$ cat src/rtl/clr_prng_defines.svh
// Clearing PRNG shared widths, depths and generator constants.
// Included by every RTL block of the secure-wipe subsystem.
`ifndef CLR_PRNG_DEFINES_SVH
`define CLR_PRNG_DEFINES_SVH

// Width of one random share and of the LFSR state.
`define CLR_WIDTH 64

// Width of one beat on the entropy port.
`define CLR_ENT_WIDTH 32

// Depth of the share-pair buffer, which is also the initial credit count.
`define CLR_FIFO_DEPTH 4

// Number of register-file entries the wipe controller overwrites.
`define CLR_NUM_REGS 8

// Address width of the register file.
`define CLR_ADDR_W 3

// Galois feedback mask, XORed in whenever a one is shifted out.
`define CLR_LFSR_TAPS 64'hD800000000000000

// Seed used at reset and whenever an all-zero seed arrives.
`define CLR_LFSR_SEED 64'h0123456789ABCDEF

// Left rotation that turns share 0 into share 1.
`define CLR_SHARE_ROT 13

`endif

$ cat src/rtl/clr_prng_pkg.sv
// Clearing PRNG package with the state encodings used by the RTL.
`default_nettype none

package clr_prng_pkg;

  // Seed packer state.
  // The packer either waits for the first entropy beat or already holds it.
  typedef enum logic {
    SEED_EMPTY = 1'b0,
    SEED_HALF  = 1'b1
  } seed_state_e;

  // Wipe controller state.
  // IDLE accepts register writes and wipe requests.
  // RUN drains the FIFO into the register file, one entry per pop.
  // DONE lasts a single cycle and produces the done pulse.
  typedef enum logic [1:0] {
    WIPE_IDLE = 2'd0,
    WIPE_RUN  = 2'd1,
    WIPE_DONE = 2'd2
  } wipe_state_e;

endpackage

`default_nettype wire

$ cat src/rtl/clearing_prng.sv
// Credit-gated clearing PRNG with a Galois LFSR, a PRINCE S-box layer and a
// rotated second share, reseeded from the entropy port through the seed packer.
`timescale 1ns/1ps
`include "clr_prng_defines.svh"
`default_nettype none

module clearing_prng (
  input  logic                      clk_i,
  input  logic                      rst_ni,
  input  logic                      reseed_req_i,
  output logic                      reseed_ack_o,
  output logic                      entropy_req_o,
  input  logic                      entropy_ack_i,
  input  logic [`CLR_ENT_WIDTH-1:0] entropy_i,
  input  logic                      credit_return_i,
  output logic                      push_o,
  output logic [`CLR_WIDTH-1:0]     push_share0_o,
  output logic [`CLR_WIDTH-1:0]     push_share1_o
);
  import clr_prng_pkg::*;

  localparam int unsigned CredW = $clog2(`CLR_FIFO_DEPTH + 1);

  logic [`CLR_WIDTH-1:0] lfsr_q;
  logic [`CLR_WIDTH-1:0] lfsr_step;
  logic [`CLR_WIDTH-1:0] share0;
  logic [CredW-1:0]      credit_q;
  logic [CredW-1:0]      credit_d;
  logic                  seed_valid;
  logic [`CLR_WIDTH-1:0] seed;

  // PRINCE 4-bit S-box.
  function automatic logic [3:0] sbox4(input logic [3:0] x);
    logic [3:0] y;
    case (x)
      4'h0: y = 4'hB;
      4'h1: y = 4'hF;
      4'h2: y = 4'h3;
      4'h3: y = 4'h2;
      4'h4: y = 4'hA;
      4'h5: y = 4'hC;
      4'h6: y = 4'h9;
      4'h7: y = 4'h1;
      4'h8: y = 4'h6;
      4'h9: y = 4'h7;
      4'hA: y = 4'h8;
      4'hB: y = 4'h0;
      4'hC: y = 4'hE;
      4'hD: y = 4'h5;
      4'hE: y = 4'hD;
      default: y = 4'h4;
    endcase
    return y;
  endfunction

  seed_packer u_seed_packer (
    .clk_i         (clk_i),
    .rst_ni        (rst_ni),
    .start_i       (reseed_req_i),
    .entropy_req_o (entropy_req_o),
    .entropy_ack_i (entropy_ack_i),
    .entropy_i     (entropy_i),
    .seed_valid_o  (seed_valid),
    .seed_o        (seed)
  );

  // Push whenever the FIFO has room for us and no reseed is waiting.
  // A pending reseed freezes the LFSR so the new seed never races a step.
  // The load cycle counts as pending too, since the old state is about to be replaced.
  assign push_o = (credit_q != '0) && !reseed_req_i && !seed_valid;

  // Nonlinear layer over every nibble of the current state.
  always_comb begin
    for (int i = 0; i < `CLR_WIDTH / 4; i++) begin
      share0[4*i +: 4] = sbox4(lfsr_q[4*i +: 4]);
    end
  end

  assign push_share0_o = share0;
  assign push_share1_o = (share0 << `CLR_SHARE_ROT) | (share0 >> (`CLR_WIDTH - `CLR_SHARE_ROT));

  // Galois step that shifts right and folds the taps back in when a one falls out.
  assign lfsr_step = {1'b0, lfsr_q[`CLR_WIDTH-1:1]} ^ (lfsr_q[0] ? `CLR_LFSR_TAPS : '0);

  // Push and credit return may coincide, and then the count stays put.
  assign credit_d = credit_q - CredW'(push_o) + CredW'(credit_return_i);

  // The seed loads in the cycle it is presented, which is also the ack cycle.
  assign reseed_ack_o = seed_valid;

  always_ff @(posedge clk_i or negedge rst_ni) begin
    if (!rst_ni) begin
      lfsr_q   <= `CLR_LFSR_SEED;
      credit_q <= CredW'(`CLR_FIFO_DEPTH);
    end else begin
      credit_q <= credit_d;
      if (seed_valid) begin
        // An all-zero seed would lock up the LFSR.
        lfsr_q <= (seed == '0) ? `CLR_LFSR_SEED : seed;
      end else if (push_o) begin
        lfsr_q <= lfsr_step;
      end
    end
  end

  // Credits must never exceed the FIFO depth, else the FIFO could overflow.
  a_credit_bound: assert property (@(posedge clk_i) disable iff (!rst_ni)
    credit_q <= CredW'(`CLR_FIFO_DEPTH));

  a_lfsr_nonzero: assert property (@(posedge clk_i) disable iff (!rst_ni)
    lfsr_q != '0);

  // Half a seed only exists while the environment still holds its reseed request.
  a_half_seed_only_in_reseed: assert property (@(posedge clk_i) disable iff (!rst_ni)
    (u_seed_packer.state_q == SEED_HALF) |-> reseed_req_i);

endmodule

`default_nettype wire

$ cat src/rtl/clr_prng_top.sv
// Secure-wipe subsystem top: clearing PRNG feeding a share-pair FIFO
// that the wipe controller drains into its register file.
`timescale 1ns/1ps
`include "clr_prng_defines.svh"
`default_nettype none

module clr_prng_top (
  input  logic                      clk_i,
  input  logic                      rst_ni,
  output logic                      entropy_req_o,
  input  logic                      entropy_ack_i,
  input  logic [`CLR_ENT_WIDTH-1:0] entropy_i,
  input  logic                      reseed_req_i,
  output logic                      reseed_ack_o,
  input  logic                      wipe_req_i,
  output logic                      wipe_busy_o,
  output logic                      wipe_done_o,
  input  logic                      wr_en_i,
  input  logic [`CLR_ADDR_W-1:0]    wr_addr_i,
  input  logic [`CLR_WIDTH-1:0]     wr_share0_i,
  input  logic [`CLR_WIDTH-1:0]     wr_share1_i,
  input  logic [`CLR_ADDR_W-1:0]    rd_addr_i,
  output logic [`CLR_WIDTH-1:0]     rd_share0_o,
  output logic [`CLR_WIDTH-1:0]     rd_share1_o
);

  // Producer to buffer, credit based.
  logic                  push;
  logic [`CLR_WIDTH-1:0] push_share0;
  logic [`CLR_WIDTH-1:0] push_share1;
  logic                  credit_return;

  // Buffer to consumer.
  logic                  fifo_valid;
  logic [`CLR_WIDTH-1:0] fifo_share0;
  logic [`CLR_WIDTH-1:0] fifo_share1;
  logic                  pop;

  clearing_prng u_clearing_prng (
    .clk_i           (clk_i),
    .rst_ni          (rst_ni),
    .reseed_req_i    (reseed_req_i),
    .reseed_ack_o    (reseed_ack_o),
    .entropy_req_o   (entropy_req_o),
    .entropy_ack_i   (entropy_ack_i),
    .entropy_i       (entropy_i),
    .credit_return_i (credit_return),
    .push_o          (push),
    .push_share0_o   (push_share0),
    .push_share1_o   (push_share1)
  );

  rand_fifo #(
    .DEPTH (`CLR_FIFO_DEPTH)
  ) u_rand_fifo (
    .clk_i           (clk_i),
    .rst_ni          (rst_ni),
    .push_i          (push),
    .share0_i        (push_share0),
    .share1_i        (push_share1),
    .pop_i           (pop),
    .valid_o         (fifo_valid),
    .share0_o        (fifo_share0),
    .share1_o        (fifo_share1),
    .credit_return_o (credit_return)
  );

  wipe_ctrl u_wipe_ctrl (
    .clk_i         (clk_i),
    .rst_ni        (rst_ni),
    .wipe_req_i    (wipe_req_i),
    .wipe_busy_o   (wipe_busy_o),
    .wipe_done_o   (wipe_done_o),
    .wr_en_i       (wr_en_i),
    .wr_addr_i     (wr_addr_i),
    .wr_share0_i   (wr_share0_i),
    .wr_share1_i   (wr_share1_i),
    .rd_addr_i     (rd_addr_i),
    .rd_share0_o   (rd_share0_o),
    .rd_share1_o   (rd_share1_o),
    .fifo_valid_i  (fifo_valid),
    .fifo_share0_i (fifo_share0),
    .fifo_share1_i (fifo_share1),
    .pop_o         (pop)
  );

endmodule

`default_nettype wire

$ cat src/rtl/rand_fifo.sv
// Share-pair FIFO between generator and wipe controller.
// Every pop hands one credit back to the generator on the next cycle.
`timescale 1ns/1ps
`include "clr_prng_defines.svh"
`default_nettype none

module rand_fifo #(
  parameter int unsigned DEPTH = `CLR_FIFO_DEPTH
) (
  input  logic                  clk_i,
  input  logic                  rst_ni,
  input  logic                  push_i,
  input  logic [`CLR_WIDTH-1:0] share0_i,
  input  logic [`CLR_WIDTH-1:0] share1_i,
  input  logic                  pop_i,
  output logic                  valid_o,
  output logic [`CLR_WIDTH-1:0] share0_o,
  output logic [`CLR_WIDTH-1:0] share1_o,
  output logic                  credit_return_o
);

  // DEPTH is a power of two, so the pointers wrap on their own.
  localparam int unsigned PtrW = $clog2(DEPTH);
  localparam int unsigned CntW = $clog2(DEPTH + 1);

  logic [`CLR_WIDTH-1:0] mem0 [DEPTH];
  logic [`CLR_WIDTH-1:0] mem1 [DEPTH];
  logic [PtrW-1:0]       wr_ptr_q;
  logic [PtrW-1:0]       rd_ptr_q;
  logic [CntW-1:0]       count_q;

  always_ff @(posedge clk_i or negedge rst_ni) begin
    if (!rst_ni) begin
      wr_ptr_q        <= '0;
      rd_ptr_q        <= '0;
      count_q         <= '0;
      credit_return_o <= 1'b0;
    end else begin
      if (push_i) begin
        wr_ptr_q <= wr_ptr_q + 1'b1;
      end
      if (pop_i) begin
        rd_ptr_q <= rd_ptr_q + 1'b1;
      end
      count_q         <= count_q + CntW'(push_i) - CntW'(pop_i);
      // One credit per popped entry, registered.
      credit_return_o <= pop_i;
    end
  end

  // Storage only, the pointers decide what is valid.
  always_ff @(posedge clk_i) begin
    if (push_i) begin
      mem0[wr_ptr_q] <= share0_i;
      mem1[wr_ptr_q] <= share1_i;
    end
  end

  // The head pair is shown as soon as the FIFO holds anything.
  assign valid_o  = (count_q != '0);
  assign share0_o = mem0[rd_ptr_q];
  assign share1_o = mem1[rd_ptr_q];

  // The generator's credit count must keep it from ever filling past DEPTH.
  a_no_push_when_full: assert property (@(posedge clk_i) disable iff (!rst_ni)
    push_i |-> (count_q < CntW'(DEPTH)) || pop_i);

  // The consumer only pops what it has seen as valid.
  a_no_pop_when_empty: assert property (@(posedge clk_i) disable iff (!rst_ni)
    pop_i |-> (count_q != '0));

endmodule

`default_nettype wire

$ cat src/rtl/seed_packer.sv
// Seed packer that gathers two entropy beats into one LFSR seed.
`timescale 1ns/1ps
`include "clr_prng_defines.svh"
`default_nettype none

module seed_packer (
  input  logic                      clk_i,
  input  logic                      rst_ni,
  input  logic                      start_i,
  output logic                      entropy_req_o,
  input  logic                      entropy_ack_i,
  input  logic [`CLR_ENT_WIDTH-1:0] entropy_i,
  output logic                      seed_valid_o,
  output logic [`CLR_WIDTH-1:0]     seed_o
);
  import clr_prng_pkg::*;

  seed_state_e               state_q;
  logic                      accept;
  logic [`CLR_ENT_WIDTH-1:0] beat_q;
  logic [`CLR_WIDTH-1:0]     seed_q;
  logic                      seed_valid_q;

  // Keep requesting while a reseed is pending and no complete seed is on its way out.
  // The request drops in the cycle the seed is presented, so no third beat is taken.
  assign entropy_req_o = start_i && !seed_valid_q;

  // A beat moves only when both sides agree in the same cycle.
  assign accept = entropy_req_o && entropy_ack_i;

  always_ff @(posedge clk_i or negedge rst_ni) begin
    if (!rst_ni) begin
      state_q      <= SEED_EMPTY;
      seed_valid_q <= 1'b0;
    end else begin
      seed_valid_q <= 1'b0;
      if (accept) begin
        if (state_q == SEED_EMPTY) begin
          state_q <= SEED_HALF;
        end else begin
          // Second beat completes the seed, it is valid for one cycle.
          state_q      <= SEED_EMPTY;
          seed_valid_q <= 1'b1;
        end
      end
    end
  end

  // First beat lands in the low half, second beat in the high half.
  always_ff @(posedge clk_i) begin
    if (accept && state_q == SEED_EMPTY) begin
      beat_q <= entropy_i;
    end
    if (accept && state_q == SEED_HALF) begin
      seed_q <= {entropy_i, beat_q};
    end
  end

  assign seed_valid_o = seed_valid_q;
  assign seed_o       = seed_q;

endmodule

`default_nettype wire

$ cat src/rtl/wipe_ctrl.sv
// Wipe controller with a register file of share pairs and load and read ports,
// overwritten entry by entry from the FIFO on a wipe request.
`timescale 1ns/1ps
`include "clr_prng_defines.svh"
`default_nettype none

module wipe_ctrl (
  input  logic                   clk_i,
  input  logic                   rst_ni,
  input  logic                   wipe_req_i,
  output logic                   wipe_busy_o,
  output logic                   wipe_done_o,
  input  logic                   wr_en_i,
  input  logic [`CLR_ADDR_W-1:0] wr_addr_i,
  input  logic [`CLR_WIDTH-1:0]  wr_share0_i,
  input  logic [`CLR_WIDTH-1:0]  wr_share1_i,
  input  logic [`CLR_ADDR_W-1:0] rd_addr_i,
  output logic [`CLR_WIDTH-1:0]  rd_share0_o,
  output logic [`CLR_WIDTH-1:0]  rd_share1_o,
  input  logic                   fifo_valid_i,
  input  logic [`CLR_WIDTH-1:0]  fifo_share0_i,
  input  logic [`CLR_WIDTH-1:0]  fifo_share1_i,
  output logic                   pop_o
);
  import clr_prng_pkg::*;

  localparam logic [`CLR_ADDR_W-1:0] LastAddr = `CLR_ADDR_W'(`CLR_NUM_REGS - 1);

  wipe_state_e            state_q;
  logic [`CLR_ADDR_W-1:0] addr_q;
  logic [`CLR_WIDTH-1:0]  regs0 [`CLR_NUM_REGS];
  logic [`CLR_WIDTH-1:0]  regs1 [`CLR_NUM_REGS];
  logic                   sw_write;

  // Take one pair whenever the FIFO has one and we are wiping.
  assign pop_o = (state_q == WIPE_RUN) && fifo_valid_i;

  // Software writes are dropped while the wipe walks the file.
  assign sw_write = wr_en_i && (state_q != WIPE_RUN);

  assign wipe_busy_o = (state_q == WIPE_RUN);
  assign wipe_done_o = (state_q == WIPE_DONE);

  // Wipe FSM.
  // The address walks 0 to the last entry, stepping only on a pop.
  always_ff @(posedge clk_i or negedge rst_ni) begin
    if (!rst_ni) begin
      state_q <= WIPE_IDLE;
      addr_q  <= '0;
    end else begin
      case (state_q)
        WIPE_IDLE: begin
          if (wipe_req_i) begin
            state_q <= WIPE_RUN;
            addr_q  <= '0;
          end
        end
        WIPE_RUN: begin
          if (pop_o) begin
            if (addr_q == LastAddr) begin
              state_q <= WIPE_DONE;
            end else begin
              addr_q <= addr_q + 1'b1;
            end
          end
        end
        WIPE_DONE: begin
          // Done is a single-cycle pulse.
          state_q <= WIPE_IDLE;
        end
        default: begin
          state_q <= WIPE_IDLE;
        end
      endcase
    end
  end

  // Register file.
  // It reads as zero after reset. A wipe pop takes priority over software.
  always_ff @(posedge clk_i or negedge rst_ni) begin
    if (!rst_ni) begin
      for (int i = 0; i < `CLR_NUM_REGS; i++) begin
        regs0[i] <= '0;
        regs1[i] <= '0;
      end
    end else if (pop_o) begin
      regs0[addr_q] <= fifo_share0_i;
      regs1[addr_q] <= fifo_share1_i;
    end else if (sw_write) begin
      regs0[wr_addr_i] <= wr_share0_i;
      regs1[wr_addr_i] <= wr_share1_i;
    end
  end

  // Reads are combinational.
  assign rd_share0_o = regs0[rd_addr_i];
  assign rd_share1_o = regs1[rd_addr_i];

endmodule

`default_nettype wire

$ cat config.mk
export PLATFORM = sky130hd
export DESIGN_NAME = clr_prng_top
export DESIGN_NICKNAME = d
export VERILOG_FILES = /design/src/rtl/clr_prng_pkg.sv /design/src/rtl/clearing_prng.sv /design/src/rtl/clr_prng_top.sv /design/src/rtl/rand_fifo.sv /design/src/rtl/seed_packer.sv /design/src/rtl/wipe_ctrl.sv
export VERILOG_INCLUDE_DIRS = /design/src /design/src/rtl
export SDC_FILE = /design/constraint.sdc
export NUM_CORES = 2
export LEC_CHECK = 0
export BUFFER_PORTS_ARGS = -buffer_cell sky130_fd_sc_hd__buf_2
export CAP_MARGIN = 15
export CORE_MARGIN = 2
export CORE_UTILIZATION = 30
export DETAILED_ROUTE_END_ITERATION = 6
export HOLD_SLACK_MARGIN = 0.06
export SLEW_MARGIN = 10
export SYNTH_ARGS = -nofsm -noshare
export SYNTH_HDL_FRONTEND = slang
export SYNTH_HIERARCHICAL = 1
export SYNTH_SLANG_ARGS = --single-unit
$ cat constraint.sdc
create_clock -name clk_i -period 8 [get_ports clk_i]
set_clock_uncertainty 0.15 [all_clocks]
set_input_delay 0.4 -clock clk_i [delete_from_list [all_inputs] [get_ports clk_i]]
set_output_delay 0.4 -clock clk_i [all_outputs]
set_load 0.01 [all_outputs]
# Yosys cells after proc, flatten, opt, wreduce, memory -nomap -nowiden
# Memories as Yosys holds them, arrays and structs flattened.
# Index checks and enable logic that the tools add are counted.
dict set report totals {
  word_cells 128
  n_memories 18
  mem_bits_rw 512
  reg_bits 1202
  rom_bits 1024
  inputBits 172
}
dict set report classes {
  n_eq_ne 8
  order_cmp 5
  bitwise_logic 6
  n_mux 35
  addsub 7
  n_reduce_logical 21
}
# name words word_bits read_ports rd_clocked_by_memory_dff write_ports line_no
set memory_table {}
lappend memory_table {u_rand_fifo.mem0 4 64 1 0 1 rand_fifo.sv:26} ;# logic [`CLR_WIDTH-1:0] mem0 [DEPTH];
lappend memory_table {u_rand_fifo.mem1 4 64 1 0 1 rand_fifo.sv:27} ;# logic [`CLR_WIDTH-1:0] mem1 [DEPTH];
lappend memory_table {{(no name shown)} 16 4 1 0 0 clearing_prng.sv:35} ;# case (x)
lappend memory_table {{(no name shown)} 16 4 1 0 0 clearing_prng.sv:35}
lappend memory_table {{(no name shown)} 16 4 1 0 0 clearing_prng.sv:35}
lappend memory_table {{(no name shown)} 16 4 1 0 0 clearing_prng.sv:35}
lappend memory_table {{+12 memories} -- -- -- -- -- --}
# cell n
set op_table {}
lappend op_table {{$bwmux 512} 4}
lappend op_table {{$mux 512} 4}
lappend op_table {{$mux 64} 10}
lappend op_table {{$bmux 64 s3} 2}
lappend op_table {{$demux 64 s3} 2}
lappend op_table {{$logic_not 64->1} 1}
lappend op_table {{$or 64x13->64} 1}
lappend op_table {{$xor 63x64->64} 1}
lappend op_table {{$ge 4x4->1 const B} 3}
lappend op_table {{$not 3->4} 3}
lappend op_table {{$logic_and 1x1->1} 10}
lappend op_table {{$mux 3} 3}
lappend op_table {{$lt 4x1->1 const B} 2}
lappend op_table {{$add 3x1->3} 2}
lappend op_table {{$mux 2} 3}
lappend op_table {{$ne 2x1->1 const B} 3}
lappend op_table {{$pmux 3 s2} 1}
lappend op_table {{$reduce_bool 2->1} 3}
lappend op_table {{$reduce_bool 3->1} 2}
lappend op_table {{$sub 3x1->3} 2}
lappend op_table {{$mux 1} 5}
lappend op_table {{$add 2x1->2 const B} 2}
lappend op_table {{$ne 2x2->1 const B} 2}
lappend op_table {{$pmux 2 s2} 1}
lappend op_table {{other kinds (9)} 10}

# Depth between registers and ports, before layout
dict set report depth {
  ltp_word 8
  mapped_depth 11
  ltp_nobuf 9
}

# Modules after synthesis
# The synthesis kept the hierarchy.
# mod seq_area_each_um2 area_per_inst_um2 cells_each n_inst
set modules_own_cells {}
lappend modules_own_cells {wipe_ctrl 25749.7 62992.9 5109 1}
lappend modules_own_cells {rand_fifo 15574.9 18876.9 703 1}
lappend modules_own_cells {clearing_prng 1717.9 6008.3 612 1}
lappend modules_own_cells {seed_packer 2932.8 2967.8 103 1}

# Least setup slack after synthesis
# No wires, ideal clock.
dict set report synth_path {
  path_kind {register -> register}
  startpoint {register u_clearing_prng.u_seed_packer.seed_valid_q (netlist: u_clearing_prng/u_seed_packer/seed_valid_o)}
  endpoint {memory u_rand_fifo/mem0[0][0] (netlist name) (enable)}
  slack_ns 2.717
  setup_ns 0.502
  period_less_slack_ns 5.283
  path_buffers 3
  stages_incl_launch_ff 6
  arrival_ns 4.631
  path_cell_list {dfrtp_1 > clkbuf_1 > clkbuf_1 > clkbuf_1 > nor3_1 > and2_1}
}
dict set report synth_between {
  elab_chain_cells 4
}
# item line_no
set synth_rtl {}
lappend synth_rtl {{start, declared} seed_packer.sv:22} ;# logic seed_valid_q;
lappend synth_rtl {{start signal, assigned} seed_packer.sv:34} ;# seed_valid_q <= 1'b0;
lappend synth_rtl {{start signal, assigned} seed_packer.sv:36} ;# seed_valid_q <= 1'b0;
lappend synth_rtl {{start signal, assigned} seed_packer.sv:43} ;# seed_valid_q <= 1'b1;
lappend synth_rtl {{$logic_not 1->1} clearing_prng.sv:70} ;# assign push_o = (credit_q != '0) && !reseed_req_i && !seed_valid;
lappend synth_rtl {{$logic_and 1x1->1} clearing_prng.sv:70}
lappend synth_rtl {{via push} clr_prng_top.sv:28} ;# logic push;
lappend synth_rtl {{$mux 1} rand_fifo.sv:53} ;# if (push_i) begin
lappend synth_rtl {{$mux 1 (implied by the code)} rand_fifo.sv:54} ;# mem0[wr_ptr_q] <= share0_i;
lappend synth_rtl {{end, declared} rand_fifo.sv:26}
# The timed path passes the listed nets, and every way through them passes these cells.

# Final worst setup path
dict set report layout_path {
  startpoint {register u_rand_fifo.count_q[1]}
  endpoint {register u_wipe_ctrl/regs1[462] (netlist name)}
}
dict set report layout_between {
  elab_chain_cells 3
  elab_cells_between_ends 4
}
# item line_no
set layout_rtl {}
lappend layout_rtl {{start, declared} rand_fifo.sv:30} ;# logic [CntW-1:0] count_q;
lappend layout_rtl {{start signal, assigned} rand_fifo.sv:45} ;# count_q <= count_q + CntW'(push_i) - CntW'(pop_i);
lappend layout_rtl {{$reduce_bool 3->1 (*)} rand_fifo.sv:60} ;# assign valid_o = (count_q != '0);
lappend layout_rtl {{via fifo_valid} clr_prng_top.sv:34} ;# logic fifo_valid;
lappend layout_rtl {{$logic_and 1x1->1 (*)} wipe_ctrl.sv:36} ;# assign pop_o = (state_q == WIPE_RUN) && fifo_valid_i;
lappend layout_rtl {{via pop} clr_prng_top.sv:37} ;# logic pop;
lappend layout_rtl {{$mux 512 or $reduce_bool 2->1 (tied branches)} --}
lappend layout_rtl {{end signal, assigned by index} wipe_ctrl.sv:88} ;# regs1[addr_q] <= fifo_share1_i;
lappend layout_rtl {{end signal, assigned by index} wipe_ctrl.sv:91} ;# regs1[wr_addr_i] <= wr_share1_i;
lappend layout_rtl {{end, declared} wipe_ctrl.sv:32} ;# logic [`CLR_WIDTH-1:0] regs1 [`CLR_NUM_REGS];
# The timed path passes the listed nets; every way through them passes the cells marked *.
# A chain may end at the register's enable or synchronous reset.

==> metrics.txt <==
# TYPE chip_impl_metric gauge
chip_impl_info{name="holdCritPathClass",value="in -> reg"} 1
chip_impl_metric{name="number_of_rows_created_at_floorplan",unit=""} 202
chip_impl_metric{name="fillerInstances",unit=""} 28910
chip_impl_metric{name="worst_slack",unit="ps"} 3912
chip_impl_metric{name="cts_max_path_buffers",unit=""} 4
chip_impl_metric{name="worst_slew_pin_slew",unit="ps"} 1451
chip_impl_metric{name="clk_latency",unit="ps"} 890
chip_impl_metric{name="grt_pass1_wl",unit="um"} 437200
chip_impl_metric{name="detail_route.iter0.violations",unit=""} 6434
chip_impl_metric{name="min_period",unit="ps"} 4088
chip_impl_metric{name="post_synth_num_cell_types",unit=""} 50
chip_impl_metric{name="path_max_fanout",unit=""} 176
chip_impl_metric{name="ctsResizeCount",unit=""} 0
chip_impl_info{name="synth_flop_cell",value="sky130_fd_sc_hd__dfrtp_1"} 1
chip_impl_info{name="dominant_cells_by_area_after_synthesis",value="sky130_fd_sc_hd__dfrtp_1 30%, sky130_fd_sc_hd__edfxtp_1 20%, sky130_fd_sc_hd__mux4_2 10%"} 1
chip_impl_metric{name="area.growth.synth_to_final",unit="%"} 12.52
chip_impl_metric{name="gr-usage-all-layers",unit="%"} 18.58
chip_impl_metric{name="worst_r2r_path_depth",unit=""} 6
chip_impl_metric{name="floorplan.initialDensity",unit="%"} 30.08
chip_impl_metric{name="synth-warning-count",unit=""} 6
chip_impl_info{name="timing.hold.worst.start",value="wr_addr_i[2]"} 1
chip_impl_info{name="timing.critical_path.from",value="u_rand_fifo/count_q[1]$_DFF_PN0_"} 1
chip_impl_metric{name="ys_ff_latch",unit=""} 1714
chip_impl_metric{name="critical_path_arrival",unit="ps"} 4670
chip_impl_metric{name="critical_path_required",unit="ps"} 8580
chip_impl_metric{name="routed-via-count",unit=""} 63080
chip_impl_metric{name="clkSinkCount",unit=""} 1714
chip_impl_info{name="run_status",value="complete, no violations"} 1
chip_impl_metric{name="final_layout_size_suffix_gt1_share",unit="%"} 28.73
chip_impl_metric{name="cap_viol_max_count",unit=""} 0
chip_impl_metric{name="design.die.area",unit="mm2"} 0.3072
chip_impl_metric{name="totalNegativeSetupSlack",unit="ps"} 0
chip_impl_metric{name="initial_antenna_violation_count",unit=""} 70
chip_impl_metric{name="maxClockFrequency",unit="GHz"} 0.2446
chip_impl_metric{name="dpl.hpwl",unit="um"} 170700
chip_impl_metric{name="postCtsSetupBuffers",unit=""} 0
chip_impl_metric{name="core-area",unit="mm2"} 0.3020
chip_impl_metric{name="ios",unit=""} 304
chip_impl_metric{name="die_w",unit="um"} 554.3
chip_impl_metric{name="timing.final.setup_violations",unit=""} 0
chip_impl_metric{name="netlist_area",unit="mm2"} 0.09085
chip_impl_info{name="rsz0062_at_grt",value="false"} 1
chip_impl_metric{name="worst_path_largest_cell_delay",unit="ps"} 910
chip_impl_metric{name="async_reset_ff_share",unit="%"} 64.53
chip_impl_info{name="critical_path.cell_chain",value="or3_4 -> nand3b_4 -> inv_8 -> buf_4 -> o32ai_1 -> mux2_1"} 1
chip_impl_metric{name="gp_congestion",unit=""} 0.7866
chip_impl_metric{name="report.final.slew_viol_count",unit=""} 0
chip_impl_metric{name="synth_nets",unit=""} 6775
chip_impl_info{name="rr_startpoint",value="u_rand_fifo/count_q[1]$_DFF_PN0_"} 1
chip_impl_metric{name="post_synth_inst_count",unit=""} 6527
chip_impl_info{name="synthDominantAreaCellType",value="sky130_fd_sc_hd__dfrtp_1"} 1
chip_impl_metric{name="avgSynthCellArea",unit="um2"} 13.92
chip_impl_metric{name="dpl-instance-area",unit="mm2"} 0.09433
chip_impl_metric{name="finalInstanceArea",unit="mm2"} 0.1022
chip_impl_metric{name="hold_buffers",unit=""} 167
chip_impl_metric{name="io_buffers",unit=""} 303
chip_impl_metric{name="number_of_nets_in_the_layout",unit=""} 6708
chip_impl_metric{name="power_leakage",unit="nW"} 39.51
chip_impl_metric{name="via_count_of_the_first_global_routing_pass",unit=""} 63480
chip_impl_metric{name="numCtsBuffers",unit=""} 187
chip_impl_metric{name="fraction_of_the_core_area_covered_by_cells_at_the_end_of_the_flow",unit="%"} 33.84
chip_impl_metric{name="slew_headroom",unit="%"} 3.238
chip_impl_metric{name="peakVddDrop",unit="mV"} 0.4778
chip_impl_metric{name="drc",unit=""} 0
chip_impl_metric{name="wl",unit="um"} 296800
chip_impl_metric{name="final_antenna_net_count",unit=""} 0
chip_impl_info{name="critPathKind",value="reg -> reg"} 1
chip_impl_metric{name="routed_via_density",unit=""} 5.946
chip_impl_metric{name="power.density",unit="mW/mm2"} 377.3
chip_impl_metric{name="h-tree-depth",unit=""} 4
chip_impl_info{name="cts_tree",value="built"} 1
chip_impl_info{name="end_point_of_the_critical_path",value="u_wipe_ctrl/regs1[462]$_DFFE_PN0P_"} 1
chip_impl_metric{name="clkSlewWorstSetupHoldPaths",unit="ps"} 60
chip_impl_metric{name="design_power_total",unit="mW"} 38.57
chip_impl_metric{name="synth-edff-count",unit=""} 608
chip_impl_metric{name="grt_max_degree",unit=""} 223
chip_impl_metric{name="yosysSeqAreaShare",unit="%"} 50.61
chip_impl_metric{name="dpl_worst_slack",unit="ps"} 3799
chip_impl_metric{name="r2r_setup_slack",unit="ps"} 3910
chip_impl_metric{name="period_share",unit="%"} 51.10
chip_impl_info{name="crit-reg2reg-capture",value="u_wipe_ctrl/regs1[462]$_DFFE_PN0P_"} 1
chip_impl_metric{name="firstDrtPassIters",unit=""} 5
chip_impl_info{name="critPathCaptureType",value="flip-flop"} 1
chip_impl_metric{name="route.detailed.wl_per_inst",unit="um"} 27.98
chip_impl_metric{name="timing_hold_violations_final",unit=""} 0
chip_impl_info{name="cp_slowest_cell",value="sky130_fd_sc_hd__buf_4"} 1
chip_impl_info{name="worstSetupStartpointType",value="flip-flop"} 1
chip_impl_metric{name="chipHeight",unit="um"} 554.3
chip_impl_metric{name="synthDominantCellAreaShare",unit="%"} 29.56
chip_impl_info{name="clk_root_buf",value="sky130_fd_sc_hd__clkbuf_16"} 1
chip_impl_metric{name="grt_overflow",unit=""} 0
layer usage:
layer | vias to the layer above | wire length, um | GRT usage (%)
met5 | - | 218 | 0
met4 | 36 | 12390 | 7.864
met3 | 653 | 20510 | 3.140
met2 | 2981 | 140300 | 29.78
met1 | 33250 | 123300 | 24.76
li1 | 26160 | - | -
critical path: cells and delay by family, from the launching register on:
kind                   cells  cell delay (ps)
flip-flops                 1              380
AO/OA/AOI/OAI              1              240
buffers and inverters      2             1750
multiplexers               1              340
AND/OR/NAND/NOR            2              970
registers in the layout (all words and copies together) (netlist names):
register                                    count
u_wipe_ctrl/regs0                             512
u_wipe_ctrl/regs1                             512
u_rand_fifo/mem0                              256
u_rand_fifo/mem1                              256
u_clearing_prng/lfsr_q                         64
u_clearing_prng/u_seed_packer/seed_o           64
u_clearing_prng/u_seed_packer/beat_q           32
u_clearing_prng/credit_q                        3
u_rand_fifo/count_q                             3
u_wipe_ctrl/addr_q                              3
u_rand_fifo/rd_ptr_q                            2
u_rand_fifo/wr_ptr_q                            2
u_wipe_ctrl/state_q                             2
u_clearing_prng/u_seed_packer/seed_valid_o      1
u_clearing_prng/u_seed_packer/state_q           1
u_rand_fifo/credit_return_o                     1
report_power, final:
group          total (mW)  internal (mW)  switching [mW]
combinational        15.4           5.69            9.72
clock                8.80           5.12            3.67
sequential           14.4           12.7            1.61
layout by cell type (no fill, tap or decap), types with 46 or more instances in the layout:
cell type,count
sky130_fd_sc_hd__edfxtp_1,608
sky130_fd_sc_hd__nand4b_1,384
sky130_fd_sc_hd__inv_1,75
sky130_fd_sc_hd__o32ai_1,512
sky130_fd_sc_hd__mux2_2,694
sky130_fd_sc_hd__ha_1,74
sky130_fd_sc_hd__mux4_2,408
sky130_fd_sc_hd__buf_4,83
sky130_fd_sc_hd__nand2b_1,133
sky130_fd_sc_hd__buf_2,296
sky130_fd_sc_hd__mux2_1,478
sky130_fd_sc_hd__nand4_1,132
sky130_fd_sc_hd__clkbuf_16,190
sky130_fd_sc_hd__dfrtp_1,1068
sky130_fd_sc_hd__clkbuf_1,46
sky130_fd_sc_hd__o22ai_1,512
sky130_fd_sc_hd__nand2_1,182
sky130_fd_sc_hd__dlygate4sd3_1,166
sky130_fd_sc_hd__or4bb_1,128
final cells by class:
type | count | area (um2) | area share (%)
inverters | 76 | 292.8 | 0.2864
multi-input cells | 3902 | 40360 | 39.48
well taps | 3978 | 4977 | 4.869
repair buffers | 579 | 4423 | 4.327
clock buffers | 263 | 5293 | 5.178
clock inverters | 65 | 808.3 | 0.7907
flip-flops and latches | 1714 | 45990 | 44.99
diodes | 31 | 77.57 | 0.07589
worst min path at each step:
stage,to,cells past startpoint,slack [ps]
after floorplan,u_clearing_prng/credit_q[0]$_DFF_PN0_,0,-50
after global placement,u_clearing_prng/u_seed_packer/seed_o[2]$_DFFE_PP_,0,250
after detailed placement,u_clearing_prng/u_seed_packer/seed_o[3]$_DFFE_PP_,0,250
after CTS,u_wipe_ctrl/regs0[30]$_DFFE_PN0P_,4,90
after global routing,u_wipe_ctrl/regs0[30]$_DFFE_PN0P_,4,150
final,u_wipe_ctrl/regs0[30]$_DFFE_PN0P_,4,170
Yosys cell counts, types with 2 or more instances:
library cell and number:
sky130_fd_sc_hd__a211oi_1 8, sky130_fd_sc_hd__a21oi_1 23, sky130_fd_sc_hd__a22o_1 2, sky130_fd_sc_hd__and2_1 5, sky130_fd_sc_hd__buf_1 24, sky130_fd_sc_hd__buf_2 200
sky130_fd_sc_hd__buf_4 135, sky130_fd_sc_hd__buf_6 64, sky130_fd_sc_hd__clkbuf_1 410, sky130_fd_sc_hd__clkbuf_2 2, sky130_fd_sc_hd__dfrtp_1 1073, sky130_fd_sc_hd__dfstp_2 33
sky130_fd_sc_hd__edfxtp_1 608, sky130_fd_sc_hd__fa_1 2, sky130_fd_sc_hd__ha_1 74, sky130_fd_sc_hd__inv_1 75, sky130_fd_sc_hd__mux2_1 478, sky130_fd_sc_hd__mux2_2 694
sky130_fd_sc_hd__mux2_4 10, sky130_fd_sc_hd__mux2i_1 44, sky130_fd_sc_hd__mux4_2 408, sky130_fd_sc_hd__nand2_1 182, sky130_fd_sc_hd__nand2b_1 134, sky130_fd_sc_hd__nand3b_1 5
sky130_fd_sc_hd__nand4_1 132, sky130_fd_sc_hd__nand4b_1 384, sky130_fd_sc_hd__nor2_1 43, sky130_fd_sc_hd__nor2b_1 2, sky130_fd_sc_hd__nor3_1 2, sky130_fd_sc_hd__nor4_1 16
sky130_fd_sc_hd__o21ai_0 33, sky130_fd_sc_hd__o22a_1 8, sky130_fd_sc_hd__o22a_2 29, sky130_fd_sc_hd__o22ai_1 512, sky130_fd_sc_hd__o32ai_1 512, sky130_fd_sc_hd__o32ai_2 8
sky130_fd_sc_hd__or3_1 2, sky130_fd_sc_hd__or3b_1 3, sky130_fd_sc_hd__or4bb_1 128, sky130_fd_sc_hd__xnor2_1 5, sky130_fd_sc_hd__xor2_1 6
stage by stage:
stage	hold slack, ps	cells
6_report	170.2	10610
5_1_grt	152.7	10600
4_1_cts	91.11	10580
3_5_place_dp	254.5	10080
3_3_place_gp	254.5	10080
2_1_floorplan	-45.59	6527
kinds of logic after synthesis:
group / after synthesis / share of synthesized area, %
xor gates and xnor gates: 11 / 0.1060
adders and majority gates: 76 / 1.063
muxes: 1634 / 25.29
and+or+nand+nor: 1044 / 8.367
AOI/OAI and AO/OA: 1137 / 9.434
buffers and inverters: 911 / 5.129
DFF: 1714 / 50.61
(Power assumes the default switching activity.)
